$ cat src/design/rvCtrlPkg.sv
package rvCtrlPkg;

    typedef logic [31:0] instrWord_t;

    // instruction field bounds
    localparam int OPCODE_LSB = 0;
    localparam int OPCODE_MSB = 6;
    localparam int FUNCT3_LSB = 12;
    localparam int FUNCT3_MSB = 14;
    localparam int FUNCT7_LSB = 25;
    localparam int FUNCT7_MSB = 31;
    localparam int FUNCT7_ALT = 5;    // funct7 bit picking sub / sra

    // major opcodes
    localparam logic [6:0] OP_R      = 7'b0110011;
    localparam logic [6:0] OP_IMM    = 7'b0010011;
    localparam logic [6:0] OP_LOAD   = 7'b0000011;
    localparam logic [6:0] OP_STORE  = 7'b0100011;
    localparam logic [6:0] OP_BRANCH = 7'b1100011;
    localparam logic [6:0] OP_JAL    = 7'b1101111;
    localparam logic [6:0] OP_JALR   = 7'b1100111;
    localparam logic [6:0] OP_LUI    = 7'b0110111;
    localparam logic [6:0] OP_AUIPC  = 7'b0010111;

    // funct3 for R-type and I-type ALU ops
    localparam logic [2:0] F3_ADD  = 3'b000;
    localparam logic [2:0] F3_SLL  = 3'b001;
    localparam logic [2:0] F3_SLT  = 3'b010;
    localparam logic [2:0] F3_SLTU = 3'b011;
    localparam logic [2:0] F3_XOR  = 3'b100;
    localparam logic [2:0] F3_SR   = 3'b101;
    localparam logic [2:0] F3_OR   = 3'b110;
    localparam logic [2:0] F3_AND  = 3'b111;

    localparam logic [2:0] F3_LB  = 3'b000;
    localparam logic [2:0] F3_LH  = 3'b001;
    localparam logic [2:0] F3_LW  = 3'b010;
    localparam logic [2:0] F3_LBU = 3'b100;
    localparam logic [2:0] F3_LHU = 3'b101;

    localparam logic [2:0] F3_SB = 3'b000;
    localparam logic [2:0] F3_SH = 3'b001;
    localparam logic [2:0] F3_SW = 3'b010;

    localparam logic [2:0] F3_BEQ  = 3'b000;
    localparam logic [2:0] F3_BNE  = 3'b001;
    localparam logic [2:0] F3_BLT  = 3'b100;
    localparam logic [2:0] F3_BGE  = 3'b101;
    localparam logic [2:0] F3_BLTU = 3'b110;
    localparam logic [2:0] F3_BGEU = 3'b111;

    localparam logic [2:0] F3_JALR = 3'b000;

    typedef enum logic [1:0] {
        CMP_EQ = 2'b00,
        CMP_LT = 2'b01,
        CMP_GT = 2'b10
    } cmpResult_t;

    typedef enum logic [2:0] {
        ADD = 3'b000,
        SUB = 3'b001,
        XOR = 3'b010,
        OR  = 3'b011,
        AND = 3'b100,
        SLL = 3'b101,
        SRL = 3'b110,
        SRA = 3'b111
    } aluOp_t;

    typedef enum logic [2:0] {
        EXT_I     = 3'b000,
        EXT_S     = 3'b001,
        EXT_B     = 3'b010,
        EXT_U     = 3'b011,
        EXT_J     = 3'b100,
        EXT_SHAMT = 3'b101
    } extSel_t;

    typedef enum logic [1:0] {
        RD_ALU = 2'b00,
        RD_MEM = 2'b01,
        RD_PC4 = 2'b10,
        RD_CMP = 2'b11
    } regDst_t;

    typedef enum logic [1:0] {
        W_BYTE = 2'b00,
        W_HALF = 2'b01,
        W_WORD = 2'b10
    } accessWidth_t;

    typedef enum logic [2:0] {
        CL_ALU     = 3'd0,
        CL_LOAD    = 3'd1,
        CL_STORE   = 3'd2,
        CL_BRANCH  = 3'd3,
        CL_JUMP    = 3'd4,
        CL_UPPER   = 3'd5,
        CL_INVALID = 3'd6
    } instrClass_t;

    typedef enum logic [2:0] {
        P_IF  = 3'b000,
        P_ID  = 3'b001,
        P_EXE = 3'b010,
        P_WB  = 3'b011,
        P_MEM = 3'b100
    } cpuPhase_t;

    typedef struct packed {
        logic         pcSrc;     // 1 selects the ALU target
        aluOp_t       aluOp;
        logic         alu1Src;   // 0 rs1, 1 PC
        logic         alu2Src;   // 0 rs2, 1 immediate
        regDst_t      regDst;
        extSel_t      extSel;
        logic         sign;
        accessWidth_t width;
        logic         immRes;    // immediate straight to rd
    } datapathCtrl_t;

    typedef struct packed {
        logic pcWr;
        logic irWr;
        logic regWr;
        logic dataWr;
    } phaseStrobes_t;

    // value of every control field unless an instruction overrides it
    localparam datapathCtrl_t CTRL_DEFAULT = '{
        pcSrc:   1'b0,
        aluOp:   ADD,
        alu1Src: 1'b0,
        alu2Src: 1'b0,
        regDst:  RD_ALU,
        extSel:  EXT_I,
        sign:    1'b1,
        width:   W_WORD,
        immRes:  1'b0
    };

endpackage

$ cat src/design/controlUnit.sv
`timescale 1ns/1ps

module controlUnit
    import rvCtrlPkg::*;
(
    input  logic          CLK,
    input  logic          reset,
    input  instrWord_t    instr,    // held by the IR for the whole instruction
    input  cmpResult_t    cmp,
    output datapathCtrl_t ctrl,
    output phaseStrobes_t strobes,
    output cpuPhase_t     phase
);

    instrClass_t iClass;

    // combinational decode of the held instruction
    instrDecoder u_decoder (
        .instr  (instr),
        .cmp    (cmp),
        .ctrl   (ctrl),
        .iClass (iClass)
    );

    phaseSequencer u_sequencer (
        .CLK     (CLK),
        .reset   (reset),
        .iClass  (iClass),
        .phase   (phase),
        .strobes (strobes)
    );

endmodule

$ cat src/design/instrDecoder.sv
`timescale 1ns/1ps

module instrDecoder
    import rvCtrlPkg::*;
(
    input  instrWord_t    instr,
    input  cmpResult_t    cmp,
    output datapathCtrl_t ctrl,
    output instrClass_t   iClass
);

    logic [6:0]    opcode;
    logic [2:0]    funct3;
    logic [6:0]    funct7;
    logic          altOp;
    logic          brTaken;
    datapathCtrl_t dec;

    assign opcode = instr[OPCODE_MSB:OPCODE_LSB];
    assign funct3 = instr[FUNCT3_MSB:FUNCT3_LSB];
    assign funct7 = instr[FUNCT7_MSB:FUNCT7_LSB];
    assign altOp  = funct7[FUNCT7_ALT];

    // branch condition from the comparator
    always_comb
    begin
        case (funct3)
            F3_BEQ:          brTaken = (cmp == CMP_EQ);
            F3_BNE:          brTaken = (cmp != CMP_EQ);
            F3_BLT, F3_BLTU: brTaken = (cmp == CMP_LT);
            F3_BGE, F3_BGEU: brTaken = (cmp == CMP_GT) || (cmp == CMP_EQ);
            default:         brTaken = 1'b0;
        endcase
    end

    always_comb
    begin
        dec    = CTRL_DEFAULT;
        iClass = CL_INVALID;
        case (opcode)
            OP_R:
            begin
                iClass = CL_ALU;    // all eight funct3 codes defined
                case (funct3)
                    F3_ADD:  dec.aluOp = altOp ? SUB : ADD;
                    F3_SLL:  dec.aluOp = SLL;
                    F3_SLT:  dec.regDst = RD_CMP;
                    F3_SLTU:
                    begin
                        dec.regDst = RD_CMP;
                        dec.sign   = 1'b0;
                    end
                    F3_XOR:  dec.aluOp = XOR;
                    F3_SR:   dec.aluOp = altOp ? SRA : SRL;
                    F3_OR:   dec.aluOp = OR;
                    F3_AND:  dec.aluOp = AND;
                endcase
            end

            OP_IMM:
            begin
                iClass      = CL_ALU;
                dec.alu2Src = 1'b1;
                case (funct3)
                    F3_ADD:  dec.aluOp = ADD;
                    F3_SLL:
                    begin
                        dec.aluOp  = SLL;
                        dec.extSel = EXT_SHAMT;
                    end
                    F3_SLT:  dec.regDst = RD_CMP;
                    F3_SLTU:
                    begin
                        dec.regDst = RD_CMP;
                        dec.sign   = 1'b0;
                    end
                    F3_XOR:  dec.aluOp = XOR;
                    F3_SR:
                    begin
                        dec.aluOp  = altOp ? SRA : SRL;
                        dec.extSel = EXT_SHAMT;
                    end
                    F3_OR:   dec.aluOp = OR;
                    F3_AND:  dec.aluOp = AND;
                endcase
            end

            OP_LOAD:
            begin
                case (funct3)
                    F3_LB, F3_LH, F3_LW, F3_LBU, F3_LHU:
                    begin
                        iClass      = CL_LOAD;
                        dec.alu2Src = 1'b1;
                        dec.regDst  = RD_MEM;
                        dec.width   = accessWidth_t'(funct3[1:0]);
                        dec.sign    = ~funct3[2];   // lbu / lhu zero extend
                    end
                    default: iClass = CL_INVALID;
                endcase
            end

            OP_STORE:
            begin
                case (funct3)
                    F3_SB, F3_SH, F3_SW:
                    begin
                        iClass      = CL_STORE;
                        dec.alu2Src = 1'b1;     // rs1 + offset
                        dec.extSel  = EXT_S;
                        dec.width   = accessWidth_t'(funct3[1:0]);
                    end
                    default: iClass = CL_INVALID;
                endcase
            end

            OP_BRANCH:
            begin
                case (funct3)
                    F3_BEQ, F3_BNE, F3_BLT, F3_BGE, F3_BLTU, F3_BGEU:
                    begin
                        iClass      = CL_BRANCH;
                        dec.pcSrc   = brTaken;
                        dec.alu1Src = 1'b1;
                        dec.alu2Src = 1'b1;
                        dec.extSel  = EXT_B;
                        dec.sign    = ~funct3[1];   // unsigned compare for bltu/bgeu
                    end
                    default: iClass = CL_INVALID;
                endcase
            end

            OP_JAL:
            begin
                iClass      = CL_JUMP;
                dec.pcSrc   = 1'b1;
                dec.alu1Src = 1'b1;
                dec.alu2Src = 1'b1;
                dec.extSel  = EXT_J;
                dec.regDst  = RD_PC4;
            end

            OP_JALR:
            begin
                if (funct3 == F3_JALR)
                begin
                    iClass      = CL_JUMP;
                    dec.pcSrc   = 1'b1;
                    dec.alu2Src = 1'b1;     // rs1 + offset
                    dec.regDst  = RD_PC4;
                end
            end

            OP_LUI:
            begin
                iClass     = CL_UPPER;
                dec.immRes = 1'b1;
                dec.extSel = EXT_U;
            end

            OP_AUIPC:
            begin
                iClass      = CL_UPPER;
                dec.alu1Src = 1'b1;
                dec.alu2Src = 1'b1;
                dec.extSel  = EXT_U;
            end

            default: iClass = CL_INVALID;
        endcase
    end

    assign ctrl = dec;

endmodule

$ cat src/design/phaseSequencer.sv
`timescale 1ns/1ps

module phaseSequencer
    import rvCtrlPkg::*;
(
    input  logic          CLK,
    input  logic          reset,
    input  instrClass_t   iClass,
    output cpuPhase_t     phase,
    output phaseStrobes_t strobes
);

    cpuPhase_t nextPhase;

    always_ff @(posedge CLK)
    begin
        if (reset)
            phase <= P_IF;
        else
            phase <= nextPhase;
    end

    // one phase per clock, path set by class
    always_comb
    begin
        case (phase)
            P_IF:  nextPhase = P_ID;
            P_ID:  nextPhase = P_EXE;
            P_EXE:
            begin
                case (iClass)
                    CL_BRANCH, CL_INVALID: nextPhase = P_IF;
                    CL_LOAD, CL_STORE:     nextPhase = P_MEM;
                    default:               nextPhase = P_WB;
                endcase
            end
            P_MEM:
            begin
                if (iClass == CL_LOAD)
                    nextPhase = P_WB;
                else
                    nextPhase = P_IF;   // store done
            end
            P_WB:  nextPhase = P_IF;
            default: nextPhase = P_IF;
        endcase
    end

    // pcWr and irWr fire in the last cycle of an instruction
    always_comb
    begin
        strobes = '0;
        if (!reset)
        begin
            strobes.pcWr   = (nextPhase == P_IF);
            strobes.irWr   = (nextPhase == P_IF) || (phase == P_ID);
            strobes.regWr  = (phase == P_WB);
            strobes.dataWr = (phase == P_MEM) && (iClass == CL_STORE);
        end
    end

endmodule

$ cat config.mk
export PLATFORM = sky130hd
export DESIGN_NAME = controlUnit
export DESIGN_NICKNAME = d
export VERILOG_FILES = /design/src/design/rvCtrlPkg.sv /design/src/design/controlUnit.sv /design/src/design/instrDecoder.sv /design/src/design/phaseSequencer.sv
export SDC_FILE = /design/constraint.sdc
export NUM_CORES = 1
export LEC_CHECK = 0
export BUFFER_PORTS_ARGS = -buffer_cell sky130_fd_sc_hd__buf_2
export CAP_MARGIN = 20
export CORE_ASPECT_RATIO = 0.9
export CORE_UTILIZATION = 38
export CTS_CLUSTER_SIZE = 10
export DETAILED_ROUTE_END_ITERATION = 8
export MAX_ROUTING_LAYER = met4
export PLACE_DENSITY = 0.8
export SLEW_MARGIN = 20
export SYNTH_ARGS = -nofsm -noshare
export SYNTH_HDL_FRONTEND = slang
export SYNTH_HIERARCHICAL = 1
export SYNTH_SLANG_ARGS = --single-unit
$ cat constraint.sdc
create_clock -name CLK -period 2.7 [get_ports CLK]
set_input_delay 0.405 -clock CLK [delete_from_list [all_inputs] [get_ports CLK]]
set_output_delay 0.405 -clock CLK [all_outputs]
set_load 0.01 [all_outputs]
==> results of run 1 <==
==> layout by cell type (no fill, tap or decap), types with 2 or more instances in the layout <==
master and instances:
sky130_fd_sc_hd__nor4b_1 3, sky130_fd_sc_hd__nor2b_1 3, sky130_fd_sc_hd__a21oi_1 3, sky130_fd_sc_hd__nor2_1 14, sky130_fd_sc_hd__dfxtp_1 3, sky130_fd_sc_hd__and3_1 2, sky130_fd_sc_hd__or3_1 2, sky130_fd_sc_hd__o21ai_0 7
sky130_fd_sc_hd__clkbuf_4 3, sky130_fd_sc_hd__a211oi_1 3, sky130_fd_sc_hd__buf_2 36, sky130_fd_sc_hd__a21o_1 2, sky130_fd_sc_hd__nor3_2 2, sky130_fd_sc_hd__nand2_1 15, sky130_fd_sc_hd__buf_4 11, sky130_fd_sc_hd__inv_1 4
sky130_fd_sc_hd__nand3_1 3, sky130_fd_sc_hd__nor3_1 5, sky130_fd_sc_hd__a31oi_1 3
==> layout make-up <==
cell class / instances / share of cell area (%)
Inverter: 4 / 1.48
Clock buffer: 4 / 2.58
Sequential cell: 3 / 5.90
Multi-Input combinational cell: 96 / 61.3
Tap cell: 24 / 2.95
Timing Repair Buffer: 47 / 25.8
==> repair_timing <==
action                                  4_1_cts  5_1_grt
resized for setup                             0        6
setup buffers                                 0        2
endpoints found under the setup margin        0        2
==> how the worst max path moves through the flow <==
stage,start,to,slack [ns],cells after the start
after CTS,instr[4],strobes[3],0.0005,9
after floorplan,instr[13],strobes[2],0.21,8
final,instr[13],strobes[2],0.07,9
after global placement,instr[13],strobes[2],0.09,9
after detailed placement,instr[4],strobes[3],0.02,9
after global routing,instr[13],strobes[3],-0.07,9
==> per-layer routing <==
metal	up-vias	global-route usage [%]	part of all wire, %
met5	-	-	0
met4	0	3.43	0
met3	0	3.83	6.4
met2	51	32.3	49
met1	487	34.3	44
li1	500	-	-
==> power groups by stage <==
stage	logic [mW]	clock network [mW]	registers, mW
finish	0.101	0.0760	0.0513
global route	0.111	0.0842	0.0515
CTS	0.0952	0.0792	0.0508
detailed placement	0.0948	0	0.0515
global placement	0.0921	0	0.0511
floorplan	0.0550	0	0.0516
==> critical path: stages <==
cell and delay, ns:
sky130_fd_sc_hd__buf_2 0.15, sky130_fd_sc_hd__nor3_1 0.29, sky130_fd_sc_hd__nor2_1 0.07, sky130_fd_sc_hd__o32ai_1 0.15
sky130_fd_sc_hd__o2111ai_2 0.22, sky130_fd_sc_hd__or4b_1 0.59, sky130_fd_sc_hd__o211ai_2 0.10, sky130_fd_sc_hd__a211oi_1 0.10
sky130_fd_sc_hd__buf_2 0.15
==> logic make-up after synthesis <==
logic type	synth area share [%]
simple gates	49.2
compound gates	33.9
buf+inv	7.13
flops	8.56
xor+xnor	1.25
==> metrics by stage <==
stage / util, % / std cells
5_1_grt: 59.9 / 178
4_1_cts: 57.1 / 176
2_1_floorplan: - / 111
6_report: 59.9 / 178
3_3_place_gp: 55.6 / 172
3_5_place_dp: 55.6 / 172
==> impl_summary.txt, run 1 <==
----------------------------------------------------
[Outcome]
  Status ... finished, final reports clean

[Floorplan]
  Die height ... 42.8 um
  Number of top-level pins ... 58
  Chip width ... ~47 um
  Effective utilization at floorplan ... about two fifths
  Placement Rows ... 14
  Floorplan core area ... roughly 1700 um2
  Die outline area ... around 2000 um2

[Timing]
  Share of the clock period used by the worst path after layout ... 97.4%
  Slew at the pin closest to its max-slew limit ... around 0.46 ns
  Post-route minimum period ... between 2 and 3 ns
  Maximum frequency from static timing analysis ... ~380 MHz
  Final Max Tran Viols ... 0
  Post-layout worst setup margin ... roughly 0.071 ns
  Number of failing setup endpoints in the final timing report ... 0
  Final clock skew ... ~0.00056 ns
  Slew headroom ... around 69%
  Worst hold slack across all endpoints ... ~0.44 ns
  Final number of hold-violating endpoints ... 0
  TNS Setup ... 0 ns

[Pwr]
  Clk pwr share ... about 33%
  Total power consumption of the routed design ... around 0.23 mW
  Total power divided by cell area ... between 200 and 250 nW/um2
  Switching component of the power ... roughly 0.084 mW
  Internal Power ... ~0.14 mW
  Share of total power in sequential cells ... 22.4%
  Worst ir drop on vdd ... 0.334 mV
  Share of total power in combinational logic ... between 40% and 50%
  Switching power as a share of total power ... 36.7%
  Static Leakage ... 0.474 nW

[Setup path]
  Crit path required time ... between 2 and 2.5 ns
  Type of element launching the critical path ... input pin
  Number of cells traversed by the worst register-to-register path ... 3
  Launching point of the worst reg2reg path ... u_sequencer/phase[1]
  Crit end category ... primary output
  WP data arrival ... around 2.2 ns
  Register-to-register setup slack ... roughly 1.4 ns
  Terminus of the critical flop-to-flop path ... u_sequencer/phase[0]
  Maximum fanout along the worst path ... 9
  Critical Setup Path Class ... in -> out

[Logic synthesis]
  Top_reg_cell synth ... sky130_fd_sc_hd__dfxtp_1
  Synth warnings ... 6
  Number of enable flip-flop cells after synthesis ... 0
  Synthesized net count ... around 150
  Netlist area before placement ... 702 um2
  Cell accounting for the most synthesized area ... sky130_fd_sc_hd__dfxtp_1
  Post-synth ARST share ... 0%
  Most frequent cell after synthesis ... sky130_fd_sc_hd__nand2_1
  Number of cells produced by synthesis ... around 110
  Fraction of post-synthesis cell area in the top cell type by area ... ~8.6%
  Syn avg cell area ... about 6.3 um2
  Number of flip-flops and latches in the synthesized netlist ... 3
  Number of different library cells in the post-synthesis netlist ... 45
  Top area cells in the synthesized netlist ... sky130_fd_sc_hd__dfxtp_1, sky130_fd_sc_hd__nand2_1, sky130_fd_sc_hd__nor2_1
  Proportion of synthesized chip area in sequential cells ... 8.56%
  Leading cell types by count after synthesis ... sky130_fd_sc_hd__nand2_1, sky130_fd_sc_hd__nor2_1, sky130_fd_sc_hd__o21ai_0

[GRT]
  Wire length of the first global-routing pass ... about 3400 um
  Number of global-route vias before repair ... around 810
  Gr ovfl total ... 0
  Pin count of the biggest net entering global routing ... 13
  Number of antenna violations at the first check in global routing ... 0
  GRT Overall Usage ... 22.9%

[Layout]
  Sequential cell area ... 60.1 um2
  ANT cells ... 0
  Footprint of the multi-input gates ... 623 um2
  Post-route cell area ... between 1000 and 1500 um2
  Signed area change from the synthesized netlist to the final layout ... 44.9%
  Register with the most flip-flops ... u_sequencer/phase
  Flip-flop count of the largest register, all copies and words added ... 3
  Share of final-layout standard cells stronger than drive strength 1 ... between 40% and 50%
  Number of fillers in the final layout ... roughly 180
  Number of nets at the end of the flow ... 191
  Top Registers ... u_sequencer/phase (3)

[Detailed routing]
  Number of detailed-routing iterations run before antenna repair ... 4
  Via/cell ratio ... a little under 6
  Via Count ... between 1000 and 1500
  Remaining antenna violation count ... 0
  Drc violations ... 0
  Number of violations reported at the end of detailed-routing iteration 0 ... 36
  Avg WL per Cell ... around 13 um
  Total detailed-routing wirelength ... 2320 um

[Place]
  Placer Congestion ... roughly 0.90
  Pre-CTS setup slack ... roughly 0.018 ns
  DP HPWL ... between 1500 and 2000 um
  Placement-stage cell area ... roughly 940 um2
  Input/output buffers ... 36

[Hold path]
  Hold Path End ... u_sequencer/phase[0]
  Kind of path behind the tightest hold check ... in -> reg
  Launch point of the worst hold path ... reset
  Hold depth ... 2

[CTS]
  Cell at the root of the clock tree ... sky130_fd_sc_hd__clkbuf_4
  Clock buffers created by TritonCTS ... 3
  CTS H-Tree Depth ... 1
  Latest clock arrival within the worst-skew pair ... 0.23 ns
  TritonCTS clock tree ... done
  TritonCTS Sinks ... 3
  Clock-pin slew on the worst setup and hold paths ... 0.03 ns
  Number of hold-repair buffers added at the cts stage ... 0
  Worst-case clock buffer depth ... 2

[Flow run]
  Number of maximum-capacitance constraint violations ... 0

----------------------------------------------------
(Power assumes the default switching activity.)
==> run 2: changes to the inputs <==
--- a/config.mk
+++ b/config.mk
@@ -5,14 +5,13 @@
 export SDC_FILE = /design/constraint.sdc
 export NUM_CORES = 1
 export LEC_CHECK = 0
-export BUFFER_PORTS_ARGS = -buffer_cell sky130_fd_sc_hd__buf_2
 export CAP_MARGIN = 20
-export CORE_ASPECT_RATIO = 0.9
-export CORE_UTILIZATION = 38
+export CORE_UTILIZATION = 50
 export CTS_CLUSTER_SIZE = 10
 export DETAILED_ROUTE_END_ITERATION = 8
+export DONT_BUFFER_PORTS = 1
 export MAX_ROUTING_LAYER = met4
-export PLACE_DENSITY = 0.8
+export PLACE_DENSITY = 0.66
 export SLEW_MARGIN = 20
 export SYNTH_ARGS = -nofsm -noshare
 export SYNTH_HDL_FRONTEND = slang
==> run 2 against run 1 <==
Against the previous run:
- sequential share of layout area grew 2.2 points
- clock-buffer cell count is the same
- hold slack lost 0.20 ns
- clock skew is essentially flat
- cell count shrank 29%
- register-to-register slack is essentially flat
- sequential power grew 1%
- setup slack gained 0.19 ns
- via count shrank 19%
- flip-flop and latch count is the same
- critical path depth shrank 2
- maximum frequency grew 7.8%
- largest power group is now the clock network
==> impl_summary.txt, run 2 (same netlist as run 1, synthesis figures left out) <==
----------------------------------------------------
[GRT]
  Gr ovfl total ... 0 (unchanged)
  Number of antenna violations at the first check in global routing ... 0 (unchanged)
  Pin count of the biggest net entering global routing ... 17 (was 13)
  Number of global-route vias before repair ... 585 (was 806)
  GRT Overall Usage ... 22.1% (was 22.9%)
  Wire length of the first global-routing pass ... 2420 um (was 3440 um)

[Pwr]
  Internal Power ... 0.128 mW (was 0.145 mW)
  Switching component of the power ... 0.0529 mW (was 0.0839 mW)
  Static Leakage ... 0.266 nW (was 0.474 nW)
  Share of total power in combinational logic ... 29.6% (was 44.3%)
  Worst ir drop on vdd ... 0.243 mV (was 0.334 mV)
  Switching power as a share of total power ... 29.3% (was 36.7%)
  Share of total power in sequential cells ... 28.8% (was 22.4%)
  Total power divided by cell area ... 243 nW/um2 (was 225 nW/um2)
  Clk pwr share ... 41.6% (was 33.3%)

[Floorplan]
  Die height ... 39.5 um (was 42.8 um)
  Number of top-level pins ... 58 (unchanged)
  Floorplan core area ... 1300 um2 (was 1700 um2)
  Die outline area ... 1560 um2 (was 2020 um2)
  Chip width ... 39.5 um (was 47.3 um)
  Effective utilization at floorplan ... 53.9% (was 41.3%)
  Placement Rows ... 13 (was 14)

[Layout]
  Number of nets at the end of the flow ... 148 (was 191)
  Signed area change from the synthesized netlist to the final layout ... 5.70% (was 44.9%)
  Footprint of the multi-input gates ... 592 um2 (was 623 um2)
  Most frequent cells in the layout ... sky130_fd_sc_hd__nand2_1, sky130_fd_sc_hd__nor2_1, sky130_fd_sc_hd__o21ai_0 (was sky130_fd_sc_hd__buf_2, sky130_fd_sc_hd__nand2_1, sky130_fd_sc_hd__nor2_1)
  Count of placed standard cells in the final layout, fillers left out ... 126 (was 178)
  Top Registers ... u_sequencer/phase (3) (unchanged)
  Core occupancy in the finished layout ... 57.0% (was 59.9%)
  Sequential cell area ... 60.1 um2 (unchanged)
  Most frequent standard cell in the layout excluding fill and tap cells ... sky130_fd_sc_hd__nand2_1 (was sky130_fd_sc_hd__buf_2)
  Flip-flop count of the largest register, all copies and words added ... 3 (unchanged)
  Share of final-layout standard cells stronger than drive strength 1 ... 13.5% (was 40.3%)
  Register with the most flip-flops ... u_sequencer/phase (unchanged)
  Number of fillers in the final layout ... 144 (was 177)
  ANT cells ... 0 (unchanged)

[Timing]
  Final number of hold-violating endpoints ... 0 (unchanged)
  Final Max Tran Viols ... 0 (unchanged)
  Post-route minimum period ... 2.44 ns (was 2.63 ns)
  Share of the clock period used by the worst path after layout ... 90.3% (was 97.4%)
  TNS Setup ... 0 ns (unchanged)
  Setup repair after global routing missed its margin ... no
  Maximum frequency from static timing analysis ... 410 MHz (was 380 MHz)
  Slew headroom ... 62.2% (was 69.1%)
  Slew at the pin closest to its max-slew limit ... 0.560 ns (was 0.459 ns)
  Final clock skew ... 0.000342 ns (was 0.000564 ns)
  Number of failing setup endpoints in the final timing report ... 0 (unchanged)

[CTS]
  Post-CTS setup-driven buffer insertion count ... 0 (unchanged)
  Post-CTS resize count ... 0 (unchanged)
  TritonCTS Sinks ... 3 (unchanged)
  Worst-case clock buffer depth ... 2 (unchanged)
  Clock-pin slew on the worst setup and hold paths ... 0.03 ns (about the same)
  Cell at the root of the clock tree ... sky130_fd_sc_hd__clkbuf_4 (unchanged)
  Latest clock arrival within the worst-skew pair ... 0.22 ns (was 0.23 ns)
  TritonCTS clock tree ... done (unchanged)
  Clock buffers created by TritonCTS ... 3 (unchanged)
  Number of hold-repair buffers added at the cts stage ... 0 (unchanged)
  CTS H-Tree Depth ... 1 (unchanged)

[Detailed routing]
  Drc violations ... 0 (unchanged)
  Via/cell ratio ... 6.69 (was 5.83)
  Number of detailed-routing iterations run before antenna repair ... 5 (was 4)
  Number of violations reported at the end of detailed-routing iteration 0 ... 22 (was 36)
  Remaining antenna violation count ... 0 (unchanged)
  Via Count ... 843 (was 1038)
  Avg WL per Cell ... 14.6 um (was 13.1 um)
  Total detailed-routing wirelength ... 1840 um (was 2320 um)

[Setup path]
  Type of element launching the critical path ... input pin (unchanged)
  Maximum fanout along the worst path ... 16 (was 9)
  Number of cells traversed by the worst register-to-register path ... 3 (unchanged)
  Crit end category ... primary output (unchanged)
  WP data arrival ... 2.03 ns (was 2.22 ns)
  Slowest cell on crit path ... sky130_fd_sc_hd__or4b_1 (unchanged)
  CP max stage delay ... 0.46 ns (was 0.59 ns)
  Ordered cell list for the critical path ... nand3b_1 > nor3_1 > o21a_1 > a31o_2 > or4b_1 > o211ai_2 > a211oi_1 (was buf_2 > nor3_1 > nor2_1 > o32ai_1 > o2111ai_2 > or4b_1 > o211ai_2 > a211oi_1 > buf_2)
  Crit path required time ... 2.30 ns (about the same)
  Critical Setup Path Class ... in -> out (unchanged)

[Outcome]
  Status ... finished, final reports clean (unchanged)

[Place]
  Input/output buffers ... 0 (was 36)
  Placer Congestion ... 0.846 (was 0.903)
  DP HPWL ... 1350 um (was 1720 um)
  Number of cells in the design after placement ... 122 (was 172)

[Hold path]
  Kind of path behind the tightest hold check ... in -> reg (unchanged)
  Hold depth ... 1 (was 2)

[Flow run]
  Number of maximum-capacitance constraint violations ... 0 (unchanged)

----------------------------------------------------
[run 2: cell type report]
| type | instances | share of cell area (%) |
|---|---|---|
| inverter | 4 | 2.02 |
| multi-input combinational | 96 | 79.8 |
| tap | 15 | 2.53 |
| timing repair buffer | 4 | 4.05 |
| sequential | 3 | 8.09 |
| clock buffer | 4 | 3.54 |
[run 2: worst max-delay path: cells and delay by family]
family	cells	cell delay, ns
AND/OR/NAND/NOR	3	0.91
AO/OA/AOI/OAI	4	0.72
[run 2: per-layer routing]
layer | vias to the layer above | share of wire (%) | global-route usage (%)
li1 | 415 | - | -
met1 | 388 | 47 | 32.7
met2 | 40 | 46 | 32.4
met3 | 0 | 7.3 | 2.84
met4 | 0 | 0 | 2.59
met5 | - | 0 | -
[run 2: through the flow]
| step | hold slack [ns] | total power, mW | area, um2 | worst slack, ns |
|---|---|---|---|---|
| finish | 0.247 | 0.181 | 742 | 0.261 |
| global route | 0.239 | 0.194 | 742 | 0.143 |
| CTS | 0.240 | 0.183 | 742 | 0.291 |
| detailed placement | 0.478 | 0.105 | 716 | 0.300 |
| global placement | 0.477 | 0.104 | 716 | 0.308 |
| floorplan | 0.476 | 0.107 | 702 | 0.214 |
[run 2: final timing paths]
path	from	slack [ns]	end
worst max-delay path	instr[4]	0.26	strobes[2]
worst min register to register	u_sequencer/phase[0]	0.62	u_sequencer/phase[0]
worst min-delay path	reset	0.25	u_sequencer/phase[0]
worst max register to register	u_sequencer/phase[2]	1.43	u_sequencer/phase[2]
[run 2: power by group through the flow]
stage          clock, mW  sequential (mW)  combinational, mW
2_1_floorplan          0           0.0516             0.0550
3_3_place_gp           0           0.0523             0.0518
3_5_place_dp           0           0.0526             0.0529
4_1_cts           0.0780           0.0519             0.0531
5_1_grt           0.0819           0.0525             0.0593
6_report          0.0752           0.0520             0.0534
==> run 3: changes to the inputs <==
--- a/config.mk
+++ b/config.mk
@@ -6,6 +6,7 @@
 export NUM_CORES = 1
 export LEC_CHECK = 0
 export CAP_MARGIN = 20
+export CORE_ASPECT_RATIO = 0.9
 export CORE_UTILIZATION = 50
 export CTS_CLUSTER_SIZE = 10
 export DETAILED_ROUTE_END_ITERATION = 8
@@ -15,5 +16,4 @@
 export SLEW_MARGIN = 20
 export SYNTH_ARGS = -nofsm -noshare
 export SYNTH_HDL_FRONTEND = slang
-export SYNTH_HIERARCHICAL = 1
 export SYNTH_SLANG_ARGS = --single-unit
==> run 3 against run 2 <==
Against the previous run:
- design area decreased by 2.2%
- register-to-register slack got worse by 0.19 ns
- utilization is 0.82 points lower
- critical path depth decreased by 3
- area after synthesis is 3.0% higher
- critical path type unchanged
==> impl_summary.txt, run 3 <==
----------------------------------------------------
[CTS]
  Post-CTS setup-driven buffer insertion count ... 0 (unchanged)
  Post-CTS resize count ... 0 (unchanged)
  Clock buffers created by TritonCTS ... 3 (unchanged)
  TritonCTS clock tree ... done (unchanged)
  Latest clock arrival within the worst-skew pair ... 0.24 ns (was 0.22 ns)
  CTS H-Tree Depth ... 1 (unchanged)
  Worst-case clock buffer depth ... 2 (unchanged)
  TritonCTS Sinks ... 3 (unchanged)
  Cell at the root of the clock tree ... sky130_fd_sc_hd__clkbuf_4 (unchanged)
  Number of hold-repair buffers added at the cts stage ... 0 (unchanged)
  Clock-pin slew on the worst setup and hold paths ... 0.04 ns (was 0.03 ns)

[Pwr]
  Share of total power in combinational logic ... 26.4% (was 29.6%)
  Share of total power in sequential cells ... 29.3% (was 28.8%)
  Internal Power ... 0.126 mW (was 0.128 mW)
  Clk pwr share ... 44.3% (was 41.6%)
  Static Leakage ... 0.236 nW (was 0.266 nW)
  Switching component of the power ... 0.0585 mW (was 0.0529 mW)
  Total power divided by cell area ... 254 nW/um2 (was 243 nW/um2)
  Switching power as a share of total power ... 31.7% (was 29.3%)
  Worst ir drop on vdd ... 0.274 mV (was 0.243 mV)

[Place]
  Placer Congestion ... 0.861 (was 0.846)
  DP HPWL ... 1430 um (was 1350 um)
  Input/output buffers ... 0 (unchanged)

[Setup path]
  Endpoint of the worst setup timing path ... ctrl[6] (was strobes[2])
  Critical path origin ... instr[3] (was instr[4])
  WP buf/inv ... 0 (unchanged)
  Cell class contributing the biggest share of worst-path delay ... simple AND/OR/NAND/NOR gates (unchanged)
  Crit end category ... primary output (unchanged)
  Type of element launching the critical path ... input pin (unchanged)
  Ordered cell list for the critical path ... nand4bb_1 > nor3b_2 > nand2_1 > o31ai_1 (was nand3b_1 > nor3_1 > o21a_1 > a31o_2 > or4b_1 > o211ai_2 > a211oi_1)
  Number of cells traversed by the worst register-to-register path ... 4 (was 3)
  Crit path required time ... 2.30 ns (about the same)
  WP data arrival ... 1.76 ns (was 2.03 ns)
  Launching point of the worst reg2reg path ... u_sequencer.phase[1] (was u_sequencer/phase[2])
  Terminus of the critical flop-to-flop path ... u_sequencer.phase[0] (was u_sequencer/phase[2])
  Critical Setup Path Class ... in -> out (unchanged)
  Register-to-register setup slack ... 1.24 ns (was 1.43 ns)
  Number of logic stages on the critical path including buffering ... 4 (was 7)
  Slowest cell on crit path ... sky130_fd_sc_hd__nand4bb_1 (was sky130_fd_sc_hd__or4b_1)
  Maximum fanout along the worst path ... 10 (was 16)
  CP max stage delay ... 0.44 ns (was 0.46 ns)

[Timing]
  Share of the clock period used by the worst path after layout ... 80.4% (was 90.3%)
  Setup repair after global routing missed its margin ... no (unchanged)
  Slew at the pin closest to its max-slew limit ... 0.597 ns (was 0.560 ns)
  Number of failing setup endpoints in the final timing report ... 0 (unchanged)
  Slew headroom ... 59.7% (was 62.2%)
  TNS Setup ... 0 ns (unchanged)
  Final number of hold-violating endpoints ... 0 (unchanged)
  Post-route minimum period ... 2.17 ns (was 2.44 ns)
  Final Max Tran Viols ... 0 (unchanged)
  Maximum frequency from static timing analysis ... 461 MHz (was 410 MHz)
  Worst hold slack across all endpoints ... 0.271 ns (was 0.247 ns)
  Final clock skew ... 0.00838 ns (was 0.000342 ns)

[Logic synthesis]
  Top_reg_cell synth ... sky130_fd_sc_hd__dfxtp_1 (unchanged)
  Number of enable flip-flop cells after synthesis ... 0 (unchanged)
  Cell accounting for the most synthesized area ... sky130_fd_sc_hd__dfxtp_1 (unchanged)
  Post-synth ARST share ... 0% (unchanged)
  Number of cells produced by synthesis ... 108 (was 111)
  Netlist area before placement ... 723 um2 (was 702 um2)
  Syn avg cell area ... 6.70 um2 (was 6.32 um2)
  Most frequent cell after synthesis ... sky130_fd_sc_hd__nor2_1 (was sky130_fd_sc_hd__nand2_1)
  Number of flip-flops and latches in the synthesized netlist ... 3 (unchanged)
  Leading cell types by count after synthesis ... sky130_fd_sc_hd__nor2_1, sky130_fd_sc_hd__nand2_1, sky130_fd_sc_hd__o21ai_0 (was sky130_fd_sc_hd__nand2_1, sky130_fd_sc_hd__nor2_1, sky130_fd_sc_hd__o21ai_0)
  Synthesized net count ... 144 (was 147)
  Fraction of post-synthesis cell area in the top cell type by area ... 8.30% (was 8.56%)
  Top area cells in the synthesized netlist ... sky130_fd_sc_hd__dfxtp_1, sky130_fd_sc_hd__nor2_1, sky130_fd_sc_hd__nand2_1 (was sky130_fd_sc_hd__dfxtp_1, sky130_fd_sc_hd__nand2_1, sky130_fd_sc_hd__nor2_1)
  Proportion of synthesized chip area in sequential cells ... 8.30% (was 8.56%)
  Synth warnings ... 0 (was 6)
  Number of different library cells in the post-synthesis netlist ... 45 (unchanged)

[Layout]
  Share of final-layout standard cells stronger than drive strength 1 ... 8.65% (was 13.5%)
  Signed area change from the synthesized netlist to the final layout ... 0.346% (was 5.70%)
  Top Registers ... u_sequencer.phase (3) (was u_sequencer/phase (3))
  Most frequent standard cell in the layout excluding fill and tap cells ... sky130_fd_sc_hd__nor2_1 (was sky130_fd_sc_hd__nand2_1)
  ANT cells ... 0 (unchanged)
  Number of nets at the end of the flow ... 141 (was 148)
  Register with the most flip-flops ... u_sequencer.phase (was u_sequencer/phase)
  Core occupancy in the finished layout ... 56.2% (was 57.0%)
  Flip-flop count of the largest register, all copies and words added ... 3 (unchanged)
  Most frequent cells in the layout ... sky130_fd_sc_hd__nor2_1, sky130_fd_sc_hd__nand2_1, sky130_fd_sc_hd__o21ai_0 (was sky130_fd_sc_hd__nand2_1, sky130_fd_sc_hd__nor2_1, sky130_fd_sc_hd__o21ai_0)

[Floorplan]
  Effective utilization at floorplan ... 56.0% (was 53.9%)
  Die outline area ... 1600 um2 (was 1560 um2)
  Placement Rows ... 12 (was 13)
  Chip width ... 42.1 um (was 39.5 um)
  Floorplan core area ... 1290 um2 (was 1300 um2)
  Die height ... 38.1 um (was 39.5 um)
  Number of top-level pins ... 58 (unchanged)

[GRT]
  Number of global-route vias before repair ... 693 (was 585)
  Wire length of the first global-routing pass ... 2990 um (was 2420 um)
  Pin count of the biggest net entering global routing ... 17 (unchanged)
  Number of antenna violations at the first check in global routing ... 0 (unchanged)
  GRT Overall Usage ... 24.6% (was 22.1%)
  Gr ovfl total ... 0 (unchanged)

[Detailed routing]
  Via Count ... 823 (was 843)
  Number of violations reported at the end of detailed-routing iteration 0 ... 19 (was 22)
  Drc violations ... 0 (unchanged)
  Via/cell ratio ... 6.97 (was 6.69)
  Remaining antenna violation count ... 0 (unchanged)
  Number of detailed-routing iterations run before antenna repair ... 5 (unchanged)
  Avg WL per Cell ... 16.6 um (was 14.6 um)
  Total detailed-routing wirelength ... 1960 um (was 1840 um)

[Flow run]
  Number of maximum-capacitance constraint violations ... 0 (unchanged)

[Hold path]
  Hold depth ... 1 (unchanged)
  Kind of path behind the tightest hold check ... in -> reg (unchanged)

[Outcome]
  Status ... finished, final reports clean (unchanged)

----------------------------------------------------
## run 3: per-stage QoR
stage / cells / worst slack, ns / area, um2 / total power, mW
3_3_place_gp: 114 / 0.600 / 699 / 0.102
3_5_place_dp: 114 / 0.539 / 699 / 0.103
5_1_grt: 118 / 0.433 / 726 / 0.197
6_report: 118 / 0.530 / 726 / 0.185
4_1_cts: 118 / 0.538 / 726 / 0.185
2_1_floorplan: 108 / 0.716 / 723 / 0.110
## run 3: worst reg2reg max path: stages (launching register included)
cell                       delay, ns
sky130_fd_sc_hd__dfxtp_1        0.52
sky130_fd_sc_hd__nand4b_1       0.14
sky130_fd_sc_hd__a211o_1        0.27
sky130_fd_sc_hd__a2111o_1       0.31
sky130_fd_sc_hd__o22ai_1        0.14
## run 3: kinds of logic after synthesis
kind of cell    after synthesis  share of synthesized area, %
compound gates               40                          40.1
buf+inv                      12                          7.78
flops                         3                          8.30
simple gates                 53                          43.8
## run 3: how the worst min path moves through the flow
stage	from	to
detailed placement	reset	u_sequencer.phase[1]
global route	reset	u_sequencer.phase[1]
global placement	reset	u_sequencer.phase[1]
floorplan	reset	u_sequencer.phase[1]
finish	reset	u_sequencer.phase[1]
CTS	reset	u_sequencer.phase[1]
## run 3: layout make-up
type / count / area [um2]
fillers: 131 / 566
multi-input cells: 93 / 607
well taps: 14 / 17.5
flip-flops and latches: 3 / 60.1
clock buffers: 4 / 26.3
inverters: 4 / 15.0
## run 3: power by group through the flow
stage               sequential [mW]  clock (mW)  combinational (mW)
floorplan                    0.0534           0              0.0562
global placement             0.0549           0              0.0469
detailed placement           0.0549           0              0.0482
CTS                          0.0542      0.0826              0.0485
global route                 0.0548      0.0880              0.0537
finish                       0.0542      0.0818              0.0487
## run 3: routing by layer
metal	track usage (%)	vias up	share of wire (%)
met5	-	-	0
met4	0	0	0
met3	7.55	0	6.9
met2	38.3	32	45
met1	33.8	380	48
li1	-	411	-
